<file path="src/verilog/cpu_pkg.sv">
`default_nettype none

package cpu_pkg;

	// opcodes
	localparam logic [6:0] OP_R       = 7'b0000011;
	localparam logic [6:0] OP_R_I     = 7'b1000011;
	localparam logic [6:0] OP_U_LUI   = 7'b0100011;
	localparam logic [6:0] OP_U_AUIPC = 7'b0110011;
	localparam logic [6:0] OP_SB      = 7'b0010011;
	localparam logic [6:0] OP_UJ      = 7'b0001011;
	localparam logic [6:0] OP_S       = 7'b0001111;
	localparam logic [6:0] OP_I       = 7'b0000111;

	localparam logic [3:0] ALU_ADD    = 4'b0000;
	localparam logic [3:0] ALU_SLT    = 4'b0001;
	localparam logic [3:0] ALU_SLTU   = 4'b0010;
	localparam logic [3:0] ALU_AND    = 4'b0011;
	localparam logic [3:0] ALU_OR     = 4'b0100;
	localparam logic [3:0] ALU_XOR    = 4'b0101;
	localparam logic [3:0] ALU_SLL    = 4'b0110;
	localparam logic [3:0] ALU_SRL    = 4'b0111;
	localparam logic [3:0] ALU_SUB    = 4'b1000;
	localparam logic [3:0] ALU_SRA    = 4'b1001;
	localparam logic [3:0] ALU_PASS_B = 4'b1010;

	localparam logic [1:0] BR_EQ = 2'b00;
	localparam logic [1:0] BR_NE = 2'b01;
	localparam logic [1:0] BR_LT = 2'b10;
	localparam logic [1:0] BR_GE = 2'b11;

	// store byte enables, low part of load extension
	localparam logic [1:0] W_FULL = 2'b00;
	localparam logic [1:0] W_HALF = 2'b01;
	localparam logic [1:0] W_BYTE = 2'b10;

	typedef union packed {
		struct packed {
			logic [6:0] hi;
			logic [4:0] rs2;
			logic [4:0] rs1;
			logic [2:0] fnct;
			logic [4:0] rd;
			logic [6:0] opcode;
		} r;
		struct packed {
			logic [11:0] imm;
			logic [4:0]  rs1;
			logic [2:0]  fnct;
			logic [4:0]  rd;
			logic [6:0]  opcode;
		} i;
	} instr_t;

	typedef enum logic [2:0] {
		S_IDLE,
		S_FETCH,
		S_EXEC,
		S_MEM,
		S_WB,
		S_HALT
	} seq_state_t;

endpackage

`default_nettype wire

</file>
<file path="src/verilog/code_mem.sv">
`timescale 1ns/10ps
`default_nettype none

module code_mem
	import cpu_pkg::*;
#(
	parameter int CODE_DEPTH = 64
) (
	input  logic                          clk,
	input  logic                          rst_n,
	input  logic                          prog_we,
	input  logic [$clog2(CODE_DEPTH)-1:0] prog_addr,
	input  logic [31:0]                   prog_data,
	input  logic                          ir_load,
	input  logic [31:0]                   pc,
	output instr_t                        instr
);

	localparam int CA_W = $clog2(CODE_DEPTH);

	logic [31:0] mem [CODE_DEPTH];

	always_ff @(posedge clk) begin
		if (prog_we)
			mem[prog_addr] <= prog_data;
	end

	// instruction register
	always_ff @(posedge clk or negedge rst_n) begin
		if (!rst_n)
			instr <= '0;
		else if (ir_load)
			instr <= mem[pc[CA_W+1:2]];
	end

endmodule

`default_nettype wire

</file>
<file path="config.mk">
export PLATFORM = sky130hd
export DESIGN_NAME = code_mem
export DESIGN_NICKNAME = d
export VERILOG_FILES = /design/src/verilog/cpu_pkg.sv /design/src/verilog/code_mem.sv
export SDC_FILE = /design/constraint.sdc
export NUM_CORES = 2
export LEC_CHECK = 0
export ABC_CLOCK_PERIOD_IN_PS = 1800
export BUFFER_PORTS_ARGS = -buffer_cell sky130_fd_sc_hd__buf_2
export CAP_MARGIN = 20
export CORE_AREA = 2 2 425 427
export DETAILED_ROUTE_END_ITERATION = 6
export DIE_AREA = 0 0 427 429
export PLACE_DENSITY = 0.66
export SYNTH_ARGS = -nofsm -noshare
export SYNTH_HDL_FRONTEND = slang
export SYNTH_SLANG_ARGS = --single-unit
</file>
<file path="constraint.sdc">
create_clock -name clk -period 1.8 [get_ports clk]
set_input_delay 0.18 -clock clk [delete_from_list [all_inputs] [get_ports clk]]
set_output_delay 0.18 -clock clk [all_outputs]
set_load 0.01 [all_outputs]
</file>
Word level (Yosys, flattened, before mapping). Memories as Yosys holds them, arrays and structs flattened. A register that Yosys moved wholly into a read port is not among the register bits. Index checks and enable logic that the tools add are counted.

Multiplexer cells: 2. Reductions and logical operators: 1.

Operators with widths (count): 1-bit two-way mux (2); 1-bit logical NOT (1).

Register bits after elaboration: 0. Memory bits (writable): 2048. Input port bits: 74. Word-level logic and storage cells: 4. Memories kept: 1.

Memory list: mem (words 64, bits a word 32, read ports 1, clocked after memory_dff 1, write ports 1, line code_mem.sv:21) `logic [31:0] mem [CODE_DEPTH];`.

Logic depth before layout (Yosys ltp).
Word-level depth: 2. Mapped depth: 10. Depth with buffers taken out: 6.

Least setup slack after synthesis. OpenSTA, ideal clock, no wires.

Path type: input to register. From: in prog_addr[5]. To: mem mem[48][0] (enable). Setup time: 0.461 ns. Arrival: 3.066 ns. Data required time: 1.339 ns. Path slack: -1.727 ns. Stages on the path: 4. Path buffers: 1. Path through: clkbuf_1 -> nand3_1 -> or3_1 -> nor3_1.

RTL lines: start, declared (line code_mem.sv:12) `input logic [$clog2(CODE_DEPTH)-1:0] prog_addr,`; end, declared (line code_mem.sv:21).

Straight into the memory's write port.

==> metrics.csv <==
metric,value,unit
netlist.area_leader.share,76.9,%
ys_top_cells_by_area,"edfxtp_1, mux4_2, mux2i_1",
synth_top_cell_by_area,edfxtp_1,
fin_cells,6889,
slew_viol_final,0,
h-tree-depth,4,
io_pins,106,
clkSinkCount,2080,
first_pass_iters,5,
root_buffer,clkbuf_16,
r2r_cells,6,
netlist_top_cells_count,"edfxtp_1, mux4_2, mux2i_1",
drive_gt1_share,31.2,%
power_density,1040,mW/mm²
grt_max_degree,66,
drc,0,
fmax,527,MHz
power_switching,20800,µW
initial_core_util,44.9,%
dr.first_iter.drc_count,4352,
seq_area_frac_synth,77.9,%
synthCells,3843,
sequentialPowerShare,54.1,%
ir_worst_vdd,1.10,mV
clkTransAtPathRegs,0.06,ns
p_sw_share,21.0,%
synthArstFlopShare,1.54,%
p_leak,0.0310,µW
vias_per_cell,5.82,
fin_total_pwr,99400,µW
critical_path_required,2.49,ns
crit_top_cell,o221ai_2,
p_clk_share,39.5,%
grt_usage,21.2,%
fin_crit_sh,105,%
status,"finished, violations left",
gp_congestion,0.835,
synth_edf_count,2048,
hold_class,in -> reg,
cp-end-kind,flop,
row_count,155,
placed_area,0.0883,mm²
placed_cells,6512,
arrival,2.59,ns
nNetsFinal,4453,
synth_nets,3917,
period_minus_slack,1.90,ns
dp_hpwl,116000,µm
grt_pass1_vias,40500,
drtAntennaViolNets,0,
slew_headroom,26.6,%
hold_path_depth,4,
dieArea,0.183,mm²
hold_violations,0,
ys.flop_type,edfxtp_1,
rsz0062_at_grt,yes,
worstMarginPinSlew,1.10,ns
ys_ff_latch,2080,
setup_viol,1,
clock_path_buffers,3,
cts_inserted_buffers,193,
whs_endpoint,instr[30],
cts_setup_buffers,0,
routed_wl,194000,µm
cp-start-kind,flop,
wl_per_cell,28.2,µm
die_y,429,µm
via_count,40100,
combPwrFrac,6.4,%
gr-total-overflow,0,
cp_max_fo,1,
synth_area_per_cell,20.8,µm²
violations,setup timing,
synthMostInstantiatedCell,edfxtp_1,
hold_start,ir_load,
syn2layout_area_growth,19.0,%
setup_slack,-0.0968,ns
drv_cap,0,
die_w,427,µm
reg2reg_from,mem[18][30],
ys_types,34,
grt_pass1_wl,281000,µm
crit_type,reg -> reg,
port_buffers,79,
internal_power,78500,µW
clkLatencyLatePin,0.82,ns
cp_cell_sequence,mux2_4 -> a21oi_2 -> o221ai_2 -> or4_4 -> o22ai_4 -> o221ai_2,
cp-startpoint,mem[18][30],
critPathSlowestCell,or4_4,
final_area,0.0952,mm²
core_region_area,0.178,mm²
timing.rr.end,instr[30],
tritoncts,done,
crit_path_max_incr_delay,0.54,ns
skew,0.0223,ns
synthesis.area,0.0800,mm²
antenna_found_initial,3,
r2r_setup_slack,-0.1,ns
yosysWarnings,0,
## critical path: cells and delay by family (launching register included)
family             cells  cell delay [ns]
and+or+nand+nor        1             0.54
DFF                    1             0.37
muxes                  1             0.28
AOI/OAI and AO/OA      4             0.59
## metal layers
metal	vias to the layer above	track usage (%)	wire length, µm
met2	1602	34.9	96800
met4	0	6.68	5780
met3	298	3.90	14200
li1	17000	-	-
met5	-	0	0
met1	21200	28.8	77300
## worst max path at each step
stage | end | slack, ns | cells past startpoint
after CTS | instr[30] | -0.11 | 6
final | instr[30] | -0.1 | 6
after detailed placement | instr[0] | -0.76 | 8
after global placement | instr[0] | -0.73 | 8
after global routing | instr[3] | -0.13 | 7
after floorplan | mem[48][0] | -0.22 | 4
## logic make-up (layout without fill, tap and decap cells)
| kind of cell | count (synthesis) | after routing | share of synthesized area [%] |
|---|---|---|---|
| AOI/OAI and AO/OA | 319 | 319 | 2.64 |
| buffers and inverters | 221 | 911 | 1.42 |
| DFF | 2080 | 2080 | 77.9 |
| muxes | 770 | 770 | 15.3 |
| other | 0 | 1 | 0 |
| and+or+nand+nor | 453 | 453 | 2.75 |
## cell type report
class                      count  area (µm²)
clock inverter                92         779
clock buffer                 257        5250
timing repair buffer         562        6240
antenna                        1        2.50
multi-input combinational   1542       17700
tap                         2355        2950
sequential                  2080       62300
fill                       13500       82900
## metrics by stage
stage	setup TNS [ns]	hold slack [ns]	util [%]	setup WS, ns
after floorplan	-218.54	-0.116	-	-0.224
after global placement	-20.55	0.167	49.6	-0.734
after detailed placement	-23.54	0.185	49.6	-0.763
after CTS	-0.105	0.0183	53.2	-0.105
after global routing	-1.10	0.0150	53.5	-0.132
final	-0.0968	0.0440	53.5	-0.0968
## cell usage in the layout (no fill, tap or decap), types with 40 or more instances in the layout
cell type and instances:
mux4_2 353, mux2i_1 314, edfxtp_1 2048, mux2_2 95
clkinv_1 40, o22ai_1 96, buf_12 170, buf_2 75
a211oi_1 62, a21oi_1 60, nor2b_1 96, clkbuf_16 198
nor4_1 61, nor2_4 64, nor2_1 158, clkbuf_1 52
buf_4 290
## sequential cells by signal, summed over array words and instances, names as in the netlist
signal / count
instr: 32
mem: 2048
## power groups by stage
| stage | clock (µW) | sequential, µW | combinational (µW) |
|---|---|---|---|
| floorplan | 0 | 54800 | 2830 |
| global placement | 0 | 54800 | 6000 |
| detailed placement | 0 | 54800 | 6080 |
| CTS | 39800 | 53800 | 6210 |
| global route | 41700 | 53800 | 6700 |
| finish | 39300 | 53800 | 6340 |
## what timing repair did
| action | CTS | global route |
|---|---|---|
| gates cloned | 0 | 0 |
| hold buffers | 16 | 7 |
| resized for setup | 41 | 55 |
| pin swaps | 14 | 80 |
| endpoints found under the setup margin | 24 | 32 |
| hold endpoints to repair | 744 | 343 |
Note: power is estimated with default switching activity, not from simulation.
