$ cat src/verilog/reg_file.sv
`timescale 1ns/10ps
`default_nettype none

module reg_file (
	input  logic        clk,
	input  logic        rst_n,
	input  logic        we,
	input  logic [4:0]  waddr,
	input  logic [4:0]  raddr_a,
	input  logic [4:0]  raddr_b,
	input  logic [31:0] wdata,
	output logic [31:0] rdata_a,
	output logic [31:0] rdata_b
);

	logic [31:0] regs [32];

	always_ff @(posedge clk or negedge rst_n) begin
		if (!rst_n) begin
			for (int n = 0; n < 32; n++)
				regs[n] <= '0;
		end else if (we && waddr != 5'd0) begin
			regs[waddr] <= wdata;
		end
	end

	// x0 is hardwired
	assign rdata_a = (raddr_a == 5'd0) ? 32'd0 : regs[raddr_a];
	assign rdata_b = (raddr_b == 5'd0) ? 32'd0 : regs[raddr_b];

endmodule

`default_nettype wire

$ cat config.mk
export PLATFORM = sky130hd
export DESIGN_NAME = reg_file
export DESIGN_NICKNAME = d
export VERILOG_FILES = /design/src/verilog/reg_file.sv
export SDC_FILE = /design/constraint.sdc
export NUM_CORES = 2
export LEC_CHECK = 0
export BUFFER_PORTS_ARGS = -buffer_cell sky130_fd_sc_hd__buf_2
export CAP_MARGIN = 20
export CORE_ASPECT_RATIO = 1.4
export CORE_MARGIN = 2
export CORE_UTILIZATION = 57
export CTS_CLUSTER_SIZE = 30
export DETAILED_ROUTE_END_ITERATION = 8
export HOLD_SLACK_MARGIN = 0.06
export PLACE_DENSITY = 0.76
export SLEW_MARGIN = 20
export SYNTH_ARGS = -nofsm -noshare
export SYNTH_HDL_FRONTEND = slang
export SYNTH_SLANG_ARGS = --single-unit
$ cat constraint.sdc
create_clock -name clk -period 1.5 [get_ports clk]
set_clock_uncertainty 0.05 [all_clocks]
set_input_delay 0.075 -clock clk [delete_from_list [all_inputs] [get_ports clk]]
set_output_delay 0.075 -clock clk [all_outputs]
set_load 0.03 [all_outputs]
; ---- Word-level counts from Yosys, hierarchy flattened
; Cells that the tools add are included.
[word_totals]
word_cells = 55
register_bits = 1024
output_inout_bits = 64
latchBits = 0
memories = 0
mem_bits_ro = 0
ram_bits = 0
[op_classes]
n_reduce_logical = 5
mul = 0
n_div = 0
addsub = 0
n_eq_ne = 0
n_bitwise = 3
n_shift = 0
n_lt_le_gt_ge = 4
muxes = 11
[op_table]
columns = operator, n
row1 = 1024-bit bitwise mux, 1
row2 = 32-bit binary-select mux with 5-bit select, 2
row3 = 32-bit 2-to-1 mux, 7
row4 = 32-bit demux with 5-bit select, 1
row5 = 6-bit greater-or-equal comparator (second input constant), 3
row6 = 5-bit NOT with 6-bit output, 3
row7 = 5-bit zero test, 2
row8 = 6-bit by 1-bit < comparator with 1-bit output (second input constant), 1
row9 = 5-bit nonzero test, 1
row10 = 1-bit logical AND, 2

; ---- Depth between registers and ports, before layout
[depth]
ltp_word = 6
ltp_mapped = 7

; ---- Worst setup path after synthesis
; OpenSTA, ideal clock, no wires.
[synth_path]
kind = input port to output port
from = in raddr_a[0]
to = out rdata_a[14]
path_buffers = 4
path_stages = 7
path_slack_ns = -0.600
t_required_ns = 1.375
arrival_time_ns = 1.975
path_cell_list = buf_2 inv_1 buf_2 buf_2 clkbuf_1 o2111ai_1 a311oi_1
[synth_via]
elab_chain_cells = 5
elab_cells_between_ends = 6
classes_between = mux (4) / bitwise (1) / reduce/logical (1)
[synth_rtl]
columns = item, line
row1 = from (decl), 9  ; input logic [4:0] raddr_a,
row2 = 5-bit NOT with 6-bit output (not written as such), 28  ; assign rdata_a = (raddr_a == 5'd0) ? 32'd0 : regs[raddr_a];
row3 = 32-bit binary-select mux with 5-bit select, 28
row4 = 32-bit 2-to-1 mux (not written as such) (2 in a row), 28
row5 = 32-bit 2-to-1 mux (*), 28
row6 = to (decl), 12  ; output logic [31:0] rdata_a,
; Every way passes the cells marked *; elsewhere a longest branch is shown, timed or not. The select of a mux whose other input is x is not followed.

; ---- Final worst setup path
[layout_path]
from = reg regs[291] in the netlist's numbering
to = out rdata_a[3]
[layout_via]
elab_chain_cells = 4
[layout_rtl]
columns = item, line
row1 = from (decl), 16  ; logic [31:0] regs [32];
row2 = "from (signal, indexed assignment)", 23  ; regs[waddr] <= wdata;
row3 = 32-bit binary-select mux with 5-bit select, 28
row4 = 32-bit 2-to-1 mux (not written as such) (2 in a row), 28
row5 = 32-bit 2-to-1 mux, 28
; No other way between the ends. The select of a mux whose other input is x is not followed.

==> results.py <==
metrics = {
    "logic_synthesis": {
        "post_synth.cell_area_avg_um2": 15.0,
        "ys_seq_elements": 1024,
        "synth_cell_type_count": 35,
        "synthesis.yosys.warnings": 0,
        "ys_async_sr_fraction_pct": 100,
        "synth_edf_count": 0,
        "postSynthCellCount": 3621,
        "synth_area_mm2": 0.0544,
        "synth_ff_type": "dfrtp_1",
        "synth_fp_nets": 3671,
        "seq_area_frac_synth_pct": 47.1,
    },
    "detailed_routing": {
        "detail_route.first_pass.iterations": 7,
        "post_detailed_route_drc_marker_count": 0,
        "postRouteAntennaNets": 0,
        "vias_per_cell": 7.26,
        "first_iter_violations": 4040,
        "wire_length_per_cell_um": 36.0,
        "num_vias": 38600,
        "drt_wl_total_mm": 191,
    },
    "floorplan": {
        "num_io_pins": 114,
        "die_height_um": 369,
        "die_w_um": 265,
        "fp-row-count": 134,
        "core_mm2": 0.0949,
        "initial_core_util_pct": 57.3,
        "design.die.area_mm2": 0.0979,
    },
    "power_and_ir_drop": {
        "power.density_cell_area_mw_per_mm2": 1260,
        "ir_drop_mv": 1.12,
        "total_leakage_power_nw": 29.5,
    },
    "cts": {
        "clock_latency_ps": 720,
        "clk_root_buffer_cell": "clkbuf_16",
        "clock_tree.htree_level_count": 3,
        "clock_path_buffers": 3,
        "clock_pin_slew_worst_setup_and_hold_paths_ps": 70,
        "cts_tree": "yes",
        "clock-sinks": 1024,
        "cts_made_buffers": 102,
    },
    "finish": {
        "biggestRegsByFlops": "regs: 1024 flops",
        "largest_register_ff_count": 1024,
        "drive_above_1_share_pct": 65.5,
        "largest_register": "regs",
        "syn_to_final_growth_pct": 26.3,
        "final-seq-area_mm2": 0.0256,
        "finalNetCount": 4045,
        "final_cell_area_mm2": 0.0687,
        "final.fill_count": 5679,
        "multi_input_area_mm2": 0.0301,
        "most-common-layout-cells": "dfrtp_1 (1024), mux2_2 (988), mux4_2 (448), buf_4 (370), buf_12 (172)",
        "mostFrequentLayoutCell": "dfrtp_1",
    },
    "sta": {
        "number_of_failing_setup_endpoints_in_the_final_timing_report": 64,
        "finalWorstPathRequiredPeriod_ps": 2640,
        "maxSlewHeadroom_pct": 41.0,
        "post-route-period-util_pct": 176,
        "fmax_mhz": 378,
        "report.final.slew_viol_count": 0,
        "grt_setup_unrepaired": "true",
        "tightest_slew_ps": 883,
        "post-route-worst-setup-slack_ps": -1140,
        "hold_viol_final": 0,
    },
    "outcome": {
        "violations_in_the_final_reports": "negative setup slack",
        "outcome": "finished with violations",
    },
    "grt": {
        "grt_use_met1_pct": 49.4,
        "grt_pass1_wl_mm": 282,
        "busiest_layer": "met2",
        "grt_util_all_layers_pct": 39.8,
        "grt_max_degree": 93,
        "met3_usage_pct": 8.77,
        "antenna_found_initial": 9,
        "grtUsageMet2_pct": 61.2,
        "globalRoute.totalOverflow": 0,
        "first_global_vias": 41800,
    },
    "worst_setup_path": {
        "critPathCaptureType": "primary output",
        "cpMaxStageDelayCell": "a311oi_4",
        "critical_path_fanout_max": 3,
        "worst_path_class_setup": "register to primary output",
        "required_ps": 1370,
        "worst_path_largest_cell_delay_ps": 630,
        "critPathLaunchType": "register",
        "critical_path.cell_chain": "mux2i_1 -> a221oi_1 -> o21ai_1 -> a311oi_4 -> buf_6",
        "data_arrival_at_the_endpoint_of_the_critical_path_ps": 2520,
    },
    "place": {
        "place_area_mm2": 0.0631,
        "globalplace.congestion": 0.894,
        "numPortBuffers": 113,
        "dp_hpwl_mm": 127,
        "pre_cts_slack_ps": -692,
    },
    "min_path": {
        "worstHoldPathType": "input port to asynchronous set/reset pin",
    },
    "flow_run": {
        "drv_cap": 0,
    },
}
-- repair_timing --
item	4_1_cts	5_1_grt
hold buffers	41	0
endpoints found under the setup margin	64	1776
pin swaps	77	37
cloned	0	2
setup buffers	13	13
gates resized for setup	255	64
endpoints found under the hold margin	2016	0
-- metrics by stage --
step | setup TNS [ps] | util (%) | power (mW) | cells | hold WS (ps)
after floorplan | -6170 | - | 50.1 | 3621 | -271
after global placement | -172370 | 66.5 | 55.3 | 5052 | -93.2
after detailed placement | -213440 | 66.5 | 56.9 | 5052 | -99.8
after CTS | -241010 | 71.9 | 85.6 | 5291 | 63.3
after global routing | -62100 | 72.4 | 89.0 | 5309 | 128
final | -60220 | 72.4 | 86.2 | 5312 | 69.7
-- cell type report --
class / instances / share of cell area, %
sequential: 1024 / 37.3
antenna: 6 / 0.0219
inverter: 2 / 0.0146
multi-input combinational: 2163 / 43.8
clock buffer: 145 / 4.40
tap: 1224 / 2.23
clock inverter: 46 / 0.893
timing repair buffer: 702 / 11.3
-- Yosys cell counts, types with 2 or more instances --
cell	n	share of area [%]
nor2b_1	71	0.82
a22oi_1	64	0.88
a311oi_1	64	1.0
nor3_1	3	0.028
nand4b_1	3	0.048
nand2b_1	5	0.058
nor2_1	19	0.13
mux2_2	1046	22
mux2i_1	128	2.4
mux4_2	448	19
buf_1	3	0.021
o21ai_0	101	0.93
o21ai_1	9	0.083
or3_1	3	0.035
a211oi_1	64	0.88
o2111ai_1	18	0.29
nor3b_1	2	0.028
buf_4	34	0.47
inv_1	2	0.014
buf_2	170	1.6
or2_2	2	0.023
clkbuf_1	223	1.5
dfrtp_1	1024	47
a221oi_1	46	0.74
nand2_1	49	0.34
or4_1	2	0.028
mux2_1	10	0.21
-- layer usage --
layer,up-vias,part of all wire [%]
met5,-,0.013
met4,4,8.6
met3,830,9.5
met2,2498,47
met1,20400,35
li1,14800,-
-- path summary, 6_finish.rpt --
path / startpoint / to / slack, ps / cells past startpoint
max: regs[291]$_DFFE_PN0P_ / rdata_a[3] / -1140 / 5
min: rst_n / regs[817]$_DFFE_PN0P_ / 70 / 3
max reg2reg: regs[291]$_DFFE_PN0P_ / regs[291]$_DFFE_PN0P_ / 390 / 3
min reg2reg: regs[1004]$_DFFE_PN0P_ / regs[1004]$_DFFE_PN0P_ / 350 / 0
max in group asynchronous: rst_n / regs[567]$_DFFE_PN0P_ / 90 / 5
min in group clk: waddr[1] / regs[574]$_DFFE_PN0P_ / 140 / 5
-- worst max-delay path, delay by kind of cell (launching register included) --
family,cells,cell delay [ps]
buffers and inverters,1,220
AOI/OAI and AO/OA,3,1090
muxes,1,90
DFF,1,380
-- power by group --
part / leakage, nW / switching (mW) / internal [mW]
logic: 14.6 / 9.01 / 12.3
clock network: 1.76 / 11.6 / 16.3
registers: 13.1 / 4.22 / 32.9
total: 29.5 / 24.8 / 61.4
-- cells by family after synthesis --
logic type             share of synthesized area, %
buffers and inverters                          3.63
and+or+nand+nor                                1.61
AOI/OAI and AO/OA                              4.84
muxes                                          42.8
DFF                                            47.1
Power figures use the tool's default switching activity.
