[config.mk]
export PLATFORM = sky130hd
export DESIGN_NAME = cpu_sequencer
export DESIGN_NICKNAME = d
export VERILOG_FILES = /design/src/verilog/cpu_pkg.sv /design/src/verilog/cpu_sequencer.sv
export SDC_FILE = /design/constraint.sdc
export NUM_CORES = 1
export LEC_CHECK = 0
export BUFFER_PORTS_ARGS = -buffer_cell sky130_fd_sc_hd__buf_2
export CORE_AREA = 3 3 40 42
export CTS_CLUSTER_DIAMETER = 60
export DETAILED_ROUTE_END_ITERATION = 16
export DIE_AREA = 0 0 43 45
export PLACE_DENSITY = 0.47
export SETUP_SLACK_MARGIN = 0.02
export SLEW_MARGIN = 5
export SYNTH_ARGS = -nofsm -noshare
export SYNTH_HDL_FRONTEND = slang
export SYNTH_SLANG_ARGS = --single-unit
[constraint.sdc]
create_clock -name clk -period 1 [get_ports clk]
set_input_delay 0.2 -clock clk [delete_from_list [all_inputs] [get_ports clk]]
set_output_delay 0.2 -clock clk [all_outputs]
set_load 0.02 [all_outputs]
[src/verilog/cpu_pkg.sv]
`default_nettype none

package cpu_pkg;

	// opcodes
	localparam logic [6:0] OP_R       = 7'b0000011;
	localparam logic [6:0] OP_R_I     = 7'b1000011;
	localparam logic [6:0] OP_U_LUI   = 7'b0100011;
	localparam logic [6:0] OP_U_AUIPC = 7'b0110011;
	localparam logic [6:0] OP_SB      = 7'b0010011;
	localparam logic [6:0] OP_UJ      = 7'b0001011;
	localparam logic [6:0] OP_S       = 7'b0001111;
	localparam logic [6:0] OP_I       = 7'b0000111;

	localparam logic [3:0] ALU_ADD    = 4'b0000;
	localparam logic [3:0] ALU_SLT    = 4'b0001;
	localparam logic [3:0] ALU_SLTU   = 4'b0010;
	localparam logic [3:0] ALU_AND    = 4'b0011;
	localparam logic [3:0] ALU_OR     = 4'b0100;
	localparam logic [3:0] ALU_XOR    = 4'b0101;
	localparam logic [3:0] ALU_SLL    = 4'b0110;
	localparam logic [3:0] ALU_SRL    = 4'b0111;
	localparam logic [3:0] ALU_SUB    = 4'b1000;
	localparam logic [3:0] ALU_SRA    = 4'b1001;
	localparam logic [3:0] ALU_PASS_B = 4'b1010;

	localparam logic [1:0] BR_EQ = 2'b00;
	localparam logic [1:0] BR_NE = 2'b01;
	localparam logic [1:0] BR_LT = 2'b10;
	localparam logic [1:0] BR_GE = 2'b11;

	// store byte enables, low part of load extension
	localparam logic [1:0] W_FULL = 2'b00;
	localparam logic [1:0] W_HALF = 2'b01;
	localparam logic [1:0] W_BYTE = 2'b10;

	typedef union packed {
		struct packed {
			logic [6:0] hi;
			logic [4:0] rs2;
			logic [4:0] rs1;
			logic [2:0] fnct;
			logic [4:0] rd;
			logic [6:0] opcode;
		} r;
		struct packed {
			logic [11:0] imm;
			logic [4:0]  rs1;
			logic [2:0]  fnct;
			logic [4:0]  rd;
			logic [6:0]  opcode;
		} i;
	} instr_t;

	typedef enum logic [2:0] {
		S_IDLE,
		S_FETCH,
		S_EXEC,
		S_MEM,
		S_WB,
		S_HALT
	} seq_state_t;

endpackage

`default_nettype wire

[src/verilog/cpu_sequencer.sv]
`timescale 1ns/10ps
`default_nettype none

module cpu_sequencer
	import cpu_pkg::*;
(
	input  logic       clk,
	input  logic       rst_n,
	input  logic       run,
	input  logic       is_mem,
	input  logic       illegal,
	input  logic       take,
	output seq_state_t state,
	output logic       ir_load,
	output logic       result_load,
	output logic       mem_we,
	output logic       reg_we_phase,
	output logic       pc_step,
	output logic       pc_jump,
	output logic       retire,
	output logic       halted
);

	seq_state_t next_state;

	always_ff @(posedge clk or negedge rst_n) begin
		if (!rst_n)
			state <= S_IDLE;
		else
			state <= next_state;
	end

	always_comb begin
		next_state = state;
		case (state)
			S_IDLE: begin
				if (run)
					next_state = S_FETCH;
			end
			S_FETCH: next_state = S_EXEC;
			S_EXEC: begin
				// bad opcode stops the core before any write
				if (illegal)
					next_state = S_HALT;
				else if (is_mem)
					next_state = S_MEM;
				else
					next_state = S_WB;
			end
			S_MEM: next_state = S_WB;
			S_WB: next_state = S_FETCH;
			S_HALT: next_state = S_HALT;
			default: next_state = S_IDLE;
		endcase
	end

	assign ir_load = (state == S_FETCH);
	assign result_load = (state == S_EXEC) && !illegal;
	assign mem_we = (state == S_MEM);
	assign reg_we_phase = (state == S_WB);
	assign pc_step = (state == S_WB) && !take;
	assign pc_jump = (state == S_WB) && take;
	assign retire = (state == S_WB);
	assign halted = (state == S_HALT);

endmodule

`default_nettype wire

After elaboration in Yosys (flattened, before gate mapping)
Index checks and enable logic that the tools add are counted.
{ "totals": {"inputBits": 6, "latch_bits": 0, "mem_count": 0, "mem_bits_rw": 0, "regBits": 3, "mem_bits_ro": 0, "output_inout_bits": 11} }
{ "op_classes": {"bitwise": 0, "n_eq_ne": 6, "mux": 4, "n_shift": 0, "n_lt_le_gt_ge": 0, "n_reduce_logical": 6, "n_div": 0, "n_mul": 0, "addsub": 0} }
{ "ops": {"columns": ["op", "count"], "rows": [
  ["$pmux 3 s6", 1],
  ["$mux 3", 3],
  ["$eq 3x2->1 const B", 2],
  ["$eq 3x3->1 const B", 2],
  ["$eq 3x1->1 const B", 1],
  ["$logic_and 1x1->1", 3],
  ["$logic_not 3->1", 1],
  ["$logic_not 1->1", 2],
  ["$ne 2x2->1 const B", 1]
]} }

Longest topological paths before layout
{ "depth": {"ltp_word": 3, "mapped_depth": 3, "depth_no_buf": 3} }

Worst setup path before layout
No wires, ideal clock.
{ "synth_path": {"kind": "reg2out", "start": "register state[1]", "end": "output port pc_jump", "path_buffers": 1, "stages_incl_launch_ff": 4, "setup_slack_ns": -0.531, "arrival_ns": 1.331, "cell_sequence": "dfrtp_1 buf_6 nor3b_2 and2_1"} }
{ "synth_between": {"elab_chain_len": 2} }
{ "synth_rtl": {"columns": ["item", "line_no", "rtl"], "rows": [
  ["from (decl)", "cpu_sequencer.sv:13", "output seq_state_t state,"],
  ["from (signal assigned)", "cpu_sequencer.sv:30", "state <= next_state;"],
  ["$eq 3x3->1", null, null],
  ["via reg_we_phase", "cpu_sequencer.sv:17", "output logic reg_we_phase,"],
  ["$logic_and 1x1->1", "cpu_sequencer.sv:62", "assign pc_jump = (state == S_WB) && take;"],
  ["to (decl)", "cpu_sequencer.sv:19", "output logic pc_jump,"]
]} }
The timed path passes the listed nets, and every way through them passes these cells.

Worst setup path in the final report
{ "layout_path": {"start": "register state[1]", "end": "output port pc_step"} }
{ "layout_between": {"elab_chain_len": 2} }
{ "layout_rtl": {"columns": ["item", "line_no", "rtl"], "rows": [
  ["$eq 3x3->1", "cpu_sequencer.sv:61", "assign pc_step = (state == S_WB) && !take;"],
  ["$logic_and 1x1->1", "cpu_sequencer.sv:61", null],
  ["to (decl)", "cpu_sequencer.sv:18", "output logic pc_step,"]
]} }
Every way passes these cells.

==> impl_metrics.toml <==
[synthesis]
syn_area_um2 = 209.0
yosysWarnings = 0
synth_cell_types = 15
synth_seq_cells = 3
syn_avg_cell_area_um2 = 9.498
synthCells = 22
synth_area_leaders = "dfrtp_1 (36%), nor3b_2 (12%), nor2_1 (7.2%)"
synth_top_area_frac = 0.3593
syn_nets = 28
ys_seq_area_frac = 0.3593
synth_top_area_cell = "dfrtp_1"

[final_layout]
final_nets = 59
areaGrowthSynthToFinish_pct = 142.5
reg_top3 = "state x3"
largest_reg_flops = 3
final_layout_size_suffix_gt1_frac = 0.8269
final_common_cell = "buf_4"
fillers = 134
antenna_cells = 0
final-instance-count-excl-fill = 67
most-common-layout-cells = "buf_4 (11), buf_2 (8), buf_6 (8)"
largest_register = "state"

[timing]
fin_skew_ns = 0.005229
worst_slew_pin_slew_ns = 0.1952
fmax_mhz = 729.7
rsz0062_at_grt = "true"
period_minus_slack_ns = 1.370
relSlewSlack = 0.8698
finalHoldViolations = 0
final-max-slew-violation-count = 0
setup_viol = 14
fin_hold_ws_ns = 0.2741
period_share = 1.370
setup_ws_ns = -0.3704

[placed_design]
pre_cts_ws_ns = -0.1731
numPortBuffers = 16
dp.cells = 58
place_congestion = 0.6945
dp_hpwl_um = 496.6

[worst_setup_path]
worstPathCellList = "nor3b_4 -> and2b_2 -> buf_6"
arrival_ns = 1.17
crit_path_max_fanout = 4
crit_path_start_kind = "register"
slowest_stage = "dfrtp_2"
worstSetupEndpointType = "primary output"
worst-path-buf-inv = 1
critical_path.max_stage_delay_ns = 0.43
worstSetupPathType = "register to primary output"
path_delay_family = "flip-flops"
required_ns = 0.80

[routing]
first_pass_iters = 1
route.vias.total = 268
via_per_inst = 4.000
wire_per_inst_um = 9.642
drc = 0
drt-initial-drc-count = 0
detail-route-antenna-nets = 0
wl_um = 646

[floorplanning]
start_util = 0.1626
row_count = 13
dieHeight_um = 45
coreArea_mm2 = 0.001285
die_x_um = 43
dieArea_mm2 = 0.001935
ios = 17

[global_route]
grt_pass1_wl_um = 1090
antenna_found_initial = 0
grt_usage = 0.07930
grt_start_max_net_pins = 6
grt_overflow = 0
grt_pass1_vias = 305

[clock_network]
clkSlewWorstSetupHoldPaths_ns = 0.04
cts_buffers = 3
clockBufferDepth = 2
cts.sink_count = 3
root_buffer = "clkbuf_4"
htreeDepth = 1
clkLatencyLatePin_ns = 0.23
cts_tree = "built"

[flow_run]
cap_violations = 0

[status]
violations = "setup timing"
run_status = "complete, but fails checks"

[pwr]
p_leak_uw = 0.0002470
ir_drop_uv = 952.7
power.density_mw_per_mm2 = 3080

[worst_hold_path]
hp-class = "input pin to register"
-- worst register-to-register path: cells and delay by family (launching register included) --
kind | cells | cell delay [ns]
buffers and inverters | 3 | 0.43
flip-flops | 1 | 0.40
AO/OA/AOI/OAI | 1 | 0.11
AND/OR/NAND/NOR | 1 | 0.09
-- metal layers --
layer,GRT usage,wire [um]
met1,0.07039,213
met2,0.1437,407
met3,0.02390,25
met4,0.07229,0
met5,0,0
-- metrics by stage --
step                TNS [ns]  total power [uW]    util  area, um2
floorplan             -1.624             787.9       -      241.5
global placement     -0.8476              1099  0.2911      374.1
detailed placement   -0.9844              1097  0.2911      374.1
CTS                   -3.343              1505  0.3729      479.2
global route          -4.057              1667  0.3944      506.7
finish                -3.314              1561  0.3944      506.7
-- path summary, 6_finish.rpt --
check	from	cells after the start	slack (ns)	end
worst max-delay path	state[1]$_DFFE_PN0P_	3	-0.37	pc_step
worst min-delay path	run	3	0.27	state[0]$_DFFE_PN0P_
worst max register to register	state[1]$_DFFE_PN0P_	5	-0.11	state[2]$_DFFE_PN0P_
worst min register to register	state[2]$_DFFE_PN0P_	2	0.58	state[1]$_DFFE_PN0P_
max in group asynchronous	rst_n	2	0.59	state[2]$_DFFE_PN0P_
min in group asynchronous	rst_n	2	0.29	state[0]$_DFFE_PN0P_
-- kinds of logic after synthesis --
logic type             after synthesis  synth area share
buffers and inverters                3            0.1078
AND/OR/NAND/NOR                     12            0.3892
flip-flops                           3            0.3593
AO/OA/AOI/OAI                        3           0.09581
multiplexers                         1           0.04791
-- final cells by class --
cell class                 count  area (um2)  area share
clock buffer                   4       26.28     0.05185
inverter                       1       3.754    0.007407
multi-input combinational     16       156.4      0.3086
sequential                     3       78.83      0.1556
tap                           15       18.77     0.03704
timing repair buffer          28       222.7      0.4395
-- what timing repair did --
action / in CTS / in global routing
setup buffers: 2 / 2
resized for setup: 15 / 4
pin swaps: 3 / 0
endpoints found under the hold margin: 3 / 0
gates cloned: 0 / 0
hold buffers: 1 / 0
setup endpoints to repair: 14 / 14
-- cell usage after synthesis, drive strengths merged --
library cell	count
nand2b	1
o32ai	1
nor2	4
mux2i	1
inv	1
buf	2
dfrtp	3
nor3	2
nand2	1
nor3b	2
o22ai	1
and2	1
and2b	1
a21oi	1
-- power breakdown --
part | switching, uW | total (uW) | internal, uW
Sequential | 80.8 | 266 | 185
Combinational | 509 | 1080 | 573
Clock | 62.9 | 212 | 150
Total | 653 | 1560 | 908
Note: power is estimated with default switching activity, not from simulation.
