## src/verilog/cpu_pkg.sv

```systemverilog
`default_nettype none

package cpu_pkg;

	// opcodes
	localparam logic [6:0] OP_R       = 7'b0000011;
	localparam logic [6:0] OP_R_I     = 7'b1000011;
	localparam logic [6:0] OP_U_LUI   = 7'b0100011;
	localparam logic [6:0] OP_U_AUIPC = 7'b0110011;
	localparam logic [6:0] OP_SB      = 7'b0010011;
	localparam logic [6:0] OP_UJ      = 7'b0001011;
	localparam logic [6:0] OP_S       = 7'b0001111;
	localparam logic [6:0] OP_I       = 7'b0000111;

	localparam logic [3:0] ALU_ADD    = 4'b0000;
	localparam logic [3:0] ALU_SLT    = 4'b0001;
	localparam logic [3:0] ALU_SLTU   = 4'b0010;
	localparam logic [3:0] ALU_AND    = 4'b0011;
	localparam logic [3:0] ALU_OR     = 4'b0100;
	localparam logic [3:0] ALU_XOR    = 4'b0101;
	localparam logic [3:0] ALU_SLL    = 4'b0110;
	localparam logic [3:0] ALU_SRL    = 4'b0111;
	localparam logic [3:0] ALU_SUB    = 4'b1000;
	localparam logic [3:0] ALU_SRA    = 4'b1001;
	localparam logic [3:0] ALU_PASS_B = 4'b1010;

	localparam logic [1:0] BR_EQ = 2'b00;
	localparam logic [1:0] BR_NE = 2'b01;
	localparam logic [1:0] BR_LT = 2'b10;
	localparam logic [1:0] BR_GE = 2'b11;

	// store byte enables, low part of load extension
	localparam logic [1:0] W_FULL = 2'b00;
	localparam logic [1:0] W_HALF = 2'b01;
	localparam logic [1:0] W_BYTE = 2'b10;

	typedef union packed {
		struct packed {
			logic [6:0] hi;
			logic [4:0] rs2;
			logic [4:0] rs1;
			logic [2:0] fnct;
			logic [4:0] rd;
			logic [6:0] opcode;
		} r;
		struct packed {
			logic [11:0] imm;
			logic [4:0]  rs1;
			logic [2:0]  fnct;
			logic [4:0]  rd;
			logic [6:0]  opcode;
		} i;
	} instr_t;

	typedef enum logic [2:0] {
		S_IDLE,
		S_FETCH,
		S_EXEC,
		S_MEM,
		S_WB,
		S_HALT
	} seq_state_t;

endpackage

`default_nettype wire

```

## src/verilog/data_mem.sv

```systemverilog
`timescale 1ns/10ps
`default_nettype none

module data_mem
	import cpu_pkg::*;
#(
	parameter int DATA_DEPTH = 64
) (
	input  logic        clk,
	input  logic        rst_n,
	input  logic        we,
	input  logic [31:0] addr,
	input  logic [31:0] wdata,
	input  logic [1:0]  be_mem,
	input  logic [2:0]  sx_cntl,
	output logic [31:0] rdata
);

	localparam int DA_W = $clog2(DATA_DEPTH);

	logic [3:0][7:0] mem [DATA_DEPTH];
	logic [DA_W-1:0] word_idx;
	logic [3:0]      lane_en;
	logic [31:0]     wr_word;
	logic [31:0]     rd_word;
	logic [15:0]     rd_half;
	logic [7:0]      rd_byte;

	assign word_idx = addr[DA_W+1:2];

	// lanes and replicated data per store width
	always_comb begin
		case (be_mem)
			W_HALF: begin
				lane_en = addr[1] ? 4'b1100 : 4'b0011;
				wr_word = {2{wdata[15:0]}};
			end
			W_BYTE: begin
				lane_en = 4'b0001 << addr[1:0];
				wr_word = {4{wdata[7:0]}};
			end
			default: begin
				lane_en = 4'b1111;
				wr_word = wdata;
			end
		endcase
	end

	always_ff @(posedge clk) begin
		for (int l = 0; l < 4; l++) begin
			if (we && lane_en[l])
				mem[word_idx][l] <= wr_word[8*l +: 8];
		end
	end

	always_ff @(posedge clk or negedge rst_n) begin
		if (!rst_n)
			rd_word <= '0;
		else
			rd_word <= mem[word_idx];
	end

	assign rd_half = addr[1] ? rd_word[31:16] : rd_word[15:0];
	assign rd_byte = rd_word[8*addr[1:0] +: 8];

	always_comb begin
		case (sx_cntl[1:0])
			W_HALF: rdata = {{16{sx_cntl[2] & rd_half[15]}}, rd_half};
			W_BYTE: rdata = {{24{sx_cntl[2] & rd_byte[7]}}, rd_byte};
			default: rdata = rd_word;
		endcase
	end

endmodule

`default_nettype wire

```

## config.mk

```make
export PLATFORM = sky130hd
export DESIGN_NAME = data_mem
export DESIGN_NICKNAME = d
export VERILOG_FILES = /design/src/verilog/cpu_pkg.sv /design/src/verilog/data_mem.sv
export SDC_FILE = /design/constraint.sdc
export NUM_CORES = 2
export LEC_CHECK = 0
export BUFFER_PORTS_ARGS = -buffer_cell sky130_fd_sc_hd__buf_2
export CORE_MARGIN = 2
export CORE_UTILIZATION = 55
export CTS_BUF_LIST = sky130_fd_sc_hd__clkbuf_4
export DETAILED_ROUTE_END_ITERATION = 10
export GPL_ROUTABILITY_DRIVEN = 0
export GPL_TIMING_DRIVEN = 0
export PLACE_DENSITY_LB_ADDON = 0.2
export SYNTH_ARGS = -nofsm -noshare
export SYNTH_HDL_FRONTEND = slang
export SYNTH_SLANG_ARGS = --single-unit
```

## constraint.sdc

```tcl
create_clock -name clk -period 1.6 [get_ports clk]
set_input_delay 0.16 -clock clk [delete_from_list [all_inputs] [get_ports clk]]
set_output_delay 0.16 -clock clk [all_outputs]
set_load 0.05 [all_outputs]
```

Word-level counts from Yosys, hierarchy flattened. Memories as Yosys holds them, arrays and structs flattened. A register that Yosys moved wholly into a read port is not among the register bits. Index checks and enable logic that the tools add are counted.

Bits in registers: 0. Latch bits: 0. Memory bits (writable): 2048. Memory bits (read-only): 0. Output and inout port bits: 32. Logic and storage cells: 27. Memories kept: 1.

Memory list: mem (words 64, width 32, rd ports 1, clocked after memory_dff 1, write ports 1, RTL line data_mem.sv:21) `logic [3:0][7:0] mem [DATA_DEPTH];`.

Add/sub/neg operators: 0. Multiply operators: 0. Div/mod/pow operators: 0. Order comparisons: 0. Equal/unequal tests: 4. Shift-type cells: 2. Multiplexer cells: 13. Bitwise operators: 2. Reduce and logical (&&, ||, !) cells: 5.

Operators with widths (number): $pmux W32 S2 (2); $shiftx A32 B6 Y8 (1); $mux W16 (1); $mux W1 (8); $pmux W4 S2 (1); $eq A2 B1 Y1 const B (2); $eq A2 B2 Y1 const B (2); $logic_and A1 B1 Y1 (4); $mux W4 (1); $shl A1 B2 Y4 const A (1); $and A1 B1 Y1 (2); $logic_not A1 Y1 (1).

Depth between registers and ports, before layout.
Depth after elaboration: 5. Mapped depth: 9.

Worst setup path before layout. OpenSTA, ideal clock, no wires.

Kind: input port to flip-flop. From: input port be_mem[1]. To: memory mem[0][16] in the netlist's numbering, data pin. Setup time: 0.702 ns. Arrival: 3.585 ns. Data required time: 0.898 ns. Path slack: -2.686 ns. Stages on the path: 7. Cell sequence: inv_1 -> ha_1 -> clkbuf_1 -> or2_2 -> clkbuf_1 -> nand2_1 -> o21ai_0.

Longest elaborated chain between the ends: 2. Elaborated cells on any way between the ends: 3.

Ends and longest elaborated chain: from (decl) (RTL line data_mem.sv:14) `input logic [1:0] be_mem,`; $eq A2 B2 Y1 or $eq A2 B1 Y1 (tied branches) (RTL line data_mem.sv:33) `case (be_mem)`; $pmux W32 S2 * (RTL line data_mem.sv:33); net wr_word[16] (RTL line data_mem.sv:24) `logic [31:0] wr_word;`; to (decl) (RTL line data_mem.sv:21).

The timed path passes the listed nets; every way through them passes the cells marked *.

Worst setup path in the final report.
From: register rd_word[23] (read register of mem). To: output port rdata[23].

Longest elaborated chain between the ends: 3.

Ends and longest elaborated chain: from (decl) (RTL line data_mem.sv:25) `logic [31:0] rd_word;`; $shiftx A32 B6 Y8 (RTL line data_mem.sv:64) `assign rd_byte = rd_word[8*addr[1:0] +: 8];`; $and A1 B1 Y1 (RTL line data_mem.sv:69) `W_BYTE: rdata = {{24{sx_cntl[2] & rd_byte[7]}}, rd_byte};`; $pmux W32 S2 * (RTL line data_mem.sv:67) `case (sx_cntl[1:0])`; to (decl) (RTL line data_mem.sv:16) `output logic [31:0] rdata`.

Mark *: on every way between the ends. The rest lies on a longest branch, timed or not.

==> flow_metrics.py <==
metrics = {
    "clocking": {
        "cts.sinks": 2080,
        "clockBufferDepth": 4,
        "cts_root_buffer": "clkbuf_4",
        "cts_buffers": 547,
        "cts_max_level": 6,
        "cts_tree": "done",
        "clk_pin_slew_ps": 60,
        "worst_skew_pair.late_latency_ps": 1300,
    },
    "synth": {
        "ys_ff_latch": 2080,
        "synth_nets": 4526,
        "synth_edf_count": 2048,
        "async_flop_share": 0.01538,
        "synth_top_area_cell": "edfxtp_1",
        "syn-cell-area_mm2": 0.08167,
        "synth_top_area_frac": 0.7530,
        "synth.area.top_cells": "edfxtp_1 (75%), mux4_2 (6.9%), mux2i_1 (4.4%)",
        "ys_warn_count": 0,
        "synth_cell_types": 53,
        "syn_area_per_cell_um2": 18.36,
        "yosysSeqAreaShare": 0.7628,
        "synthCells": 4449,
        "synthFlopType": "edfxtp_1",
    },
    "detailed_routing": {
        "wl_met2_um": 119200,
        "ant_nets": 0,
        "routed.top_layer": "met5",
        "vias_per_cell": 6.612,
        "wl_met3_um": 31050,
        "via_count": 50003,
        "drc": 0,
        "routed_wl_um": 258800,
        "drt_iter0_markers": 7759,
        "drtPass1Iterations": 8,
        "met1_length_um": 90730,
        "detail_route.wl_per_cell_um": 34.22,
    },
    "critical_path": {
        "critPathMaxStageDelay_ps": 530,
        "cp.arrival_ps": 2940,
        "start_kind": "register",
        "startpoint": "rd_word[23]",
        "worstSetupEndpointType": "primary output",
        "crit_top_cell": "buf_6",
        "cp.required_ps": 1440,
        "cp.depth": 6,
        "cpMaxStageDelayCell": "mux4_2",
        "r2r_slack_ps": -550,
        "critical_path_class": "register to primary output",
        "r2r_cells": 5,
        "cp_max_fo": 6,
        "r2r-start": "mem[40][3]",
        "cp_num_buf_inv": 2,
        "crit_chain": "mux4_2 > nand2_4 > a21oi_4 > buf_6 > a21o_1 > buf_6",
        "endpoint": "rdata[23]",
        "cp_top_family": "multiplexers",
        "r2r_end": "rd_word[3]",
    },
    "floorplanning": {
        "ios": 104,
        "rows": 141,
        "start_util": 0.5531,
        "die_h_um": 389.4,
        "core_area_mm2": 0.1477,
        "die-area_mm2": 0.1516,
        "die_x_um": 389.4,
    },
    "power_and_ir_drop": {
        "total_power_mw": 117.1,
        "power.density_mw_per_mm2": 1189,
        "ir_worst_vdd_v": 0.0007733,
        "cellLeakagePower_nw": 31.48,
    },
    "sta": {
        "final_max_slew_viol_count": 0,
        "max_slew_margin": 0.009742,
        "max_freq_mhz": 322.9,
        "worst-slew-pin-transition_ps": 1485,
        "period_share": 1.936,
        "finalClockSkew_ps": 85.48,
        "min_period_ps": 3097,
        "fin_ws_ps": -1497,
        "hold_viol_final": 0,
        "finalSetupTns_ps": -110090,
        "setup_viol": 1278,
        "rsz0062_at_grt": "true",
    },
    "placement": {
        "detailed_place_hpwl_um": 167500,
        "dp.cells": 6496,
        "port_buffers": 78,
        "postPlaceCellArea_mm2": 0.08569,
    },
    "grt": {
        "grt_pass1_vias": 48729,
        "grt_usage": 0.3328,
        "grt-ovfl-total": 0,
        "grt_pass1_wl_um": 350600,
        "grt_max_degree": 66,
        "antenna_found_initial": 20,
    },
    "min_path": {
        "worstHoldStart": "addr[0]",
        "hold_path_depth": 5,
        "hold_path.class": "input port to register",
    },
    "cells_and_area": {
        "fillers": 9700,
        "regArea_mm2": 0.06230,
        "finalInstanceArea_mm2": 0.09855,
        "final_cells": 7562,
        "syn_to_final_growth_pct": 20.67,
        "multi_input_area_mm2": 0.02187,
        "drive_above_1_share": 0.3706,
        "nets": 5371,
    },
    "outcome": {
        "violations": "negative setup slack",
        "outcome": "finished with violations",
    },
    "run": {
        "cap_violations": 0,
    },
}
cells in the mapped netlist, drive strengths merged (2+ instances only):
cell / n
or2: 2
and3: 11
o211ai: 2
a21oi: 74
a211o: 55
buf: 162
a221o: 11
a21o: 16
mux2: 18
ha: 5
nor3b: 6
o21ai: 100
nand2b: 4
or3b: 56
nand3b: 2
nand2: 146
and3b: 6
and2: 3
nor2b: 11
a22o: 64
clkbuf: 146
mux2i: 362
a221oi: 143
inv: 16
nor2: 360
dfrtp: 32
o22a: 2
o22ai: 179
o41ai: 4
nand3: 58
a32oi: 2
mux4: 251
a22oi: 53
nand4: 31
edfxtp: 2048
nor3: 2
cell type report:
cell class                 count  share of cell area
multi-input combinational   2049              0.2220
tap                         1930             0.02450
inverter                      16           0.0007618
clock buffer                 775             0.05904
antenna                       12           0.0003047
timing repair buffer         295             0.03778
clock inverter               100            0.006538
sequential                  2080              0.6322
buffer                       305             0.01696
stage by stage:
step / hold slack [ps] / utilization / worst slack [ps]
3_3_place_gp: 222.9 / 0.5745 / -3062
2_1_floorplan: -135.6 / - / -469.4
3_5_place_dp: 232.5 / 0.5803 / -2511
6_report: 32.44 / 0.6674 / -1497
5_1_grt: 6.379 / 0.6674 / -1583
4_1_cts: -29.15 / 0.6555 / -1492
cells in the final DEF (no fill, tap or decap), types with 17 or more instances in the layout:
cell / netlist / routed
edfxtp_1: 2048 / 2048
clkbuf_4: 2 / 792
mux2i_1: 362 / 296
nor2_4: 0 / 280
mux4_2: 251 / 251
o22ai_1: 179 / 144
buf_2: 103 / 143
a221oi_1: 142 / 139
nand2_1: 146 / 94
clkbuf_1: 144 / 85
buf_12: 0 / 80
dlygate4sd3_1: 0 / 77
nor2_1: 360 / 75
clkinv_1: 0 / 71
a21oi_1: 74 / 68
o21ai_0: 96 / 67
nand3_1: 58 / 56
buf_4: 15 / 56
a22o_1: 64 / 56
or3b_2: 56 / 56
a211o_1: 55 / 55
buf_6: 19 / 54
mux2i_4: 0 / 43
clkbuf_2: 0 / 40
nand2_2: 0 / 39
dfrtp_1: 32 / 32
nand4_1: 31 / 31
a22oi_2: 0 / 27
o22ai_4: 0 / 27
a22oi_1: 53 / 26
mux2i_2: 0 / 23
buf_1: 24 / 20
mux2_2: 18 / 17
o21ai_4: 0 / 17
report_power, final:
part           switching, mW  leakage [nW]  total [mW]  internal, mW
Sequential             0.167          17.7        61.1          60.9
Combinational           7.92          9.92        11.4          3.44
Clock                   21.0          3.90        44.7          23.7
Total                   29.1          31.5         117          88.1
tightest hold or removal path: stages:
cell,delay [ps]
buf_2,180
a21oi_1,120
nor2_1,210
o21ai_4,190
nor2_4,290
repair_timing:
| item | CTS | global route |
|---|---|---|
| pin swaps | 97 | 66 |
| hold buffers | 88 | 5 |
| gates resized for setup | 784 | 256 |
| endpoints found under the setup margin | 2112 | 2209 |
| buffers inserted | 42 | 44 |
| gates cloned | 1 | 4 |
| endpoints found under the hold margin | 2219 | 50 |
logic make-up (layout without fill, tap and decap cells):
kind of cell               count (synthesis)  after routing  share of synthesized area
other                                      0             12                          0
DFF                                     2080           2080                     0.7628
buffers and inverters                    324           1491                    0.01913
AOI/OAI and AO/OA                        710            714                    0.06180
and+or+nand+nor                          699            699                    0.03945
adders and majority gates                  5              5                  0.0007660
muxes                                    631            631                     0.1161
worst min-delay path by stage:
stage,endpoint,slack (ps)
final,mem[1][10],30
after global routing,mem[1][10],6
after CTS,mem[12][22],-30
after detailed placement,rd_word[11],230
after global placement,rd_word[27],220
after floorplan,rd_word[0],-140
sequential cells by signal (all words and copies together), names as in the netlist:
| register | flops |
|---|---|
| rd_word | 32 |
| mem | 2048 |
per-layer routing:
metal | up-vias | GRT usage
met4 | 14 | 0.2016
met3 | 802 | 0.08792
met1 | 25243 | 0.4315
met5 | - | 0
li1 | 20202 | -
met2 | 3742 | 0.5086
Power figures use the tool's default switching activity.
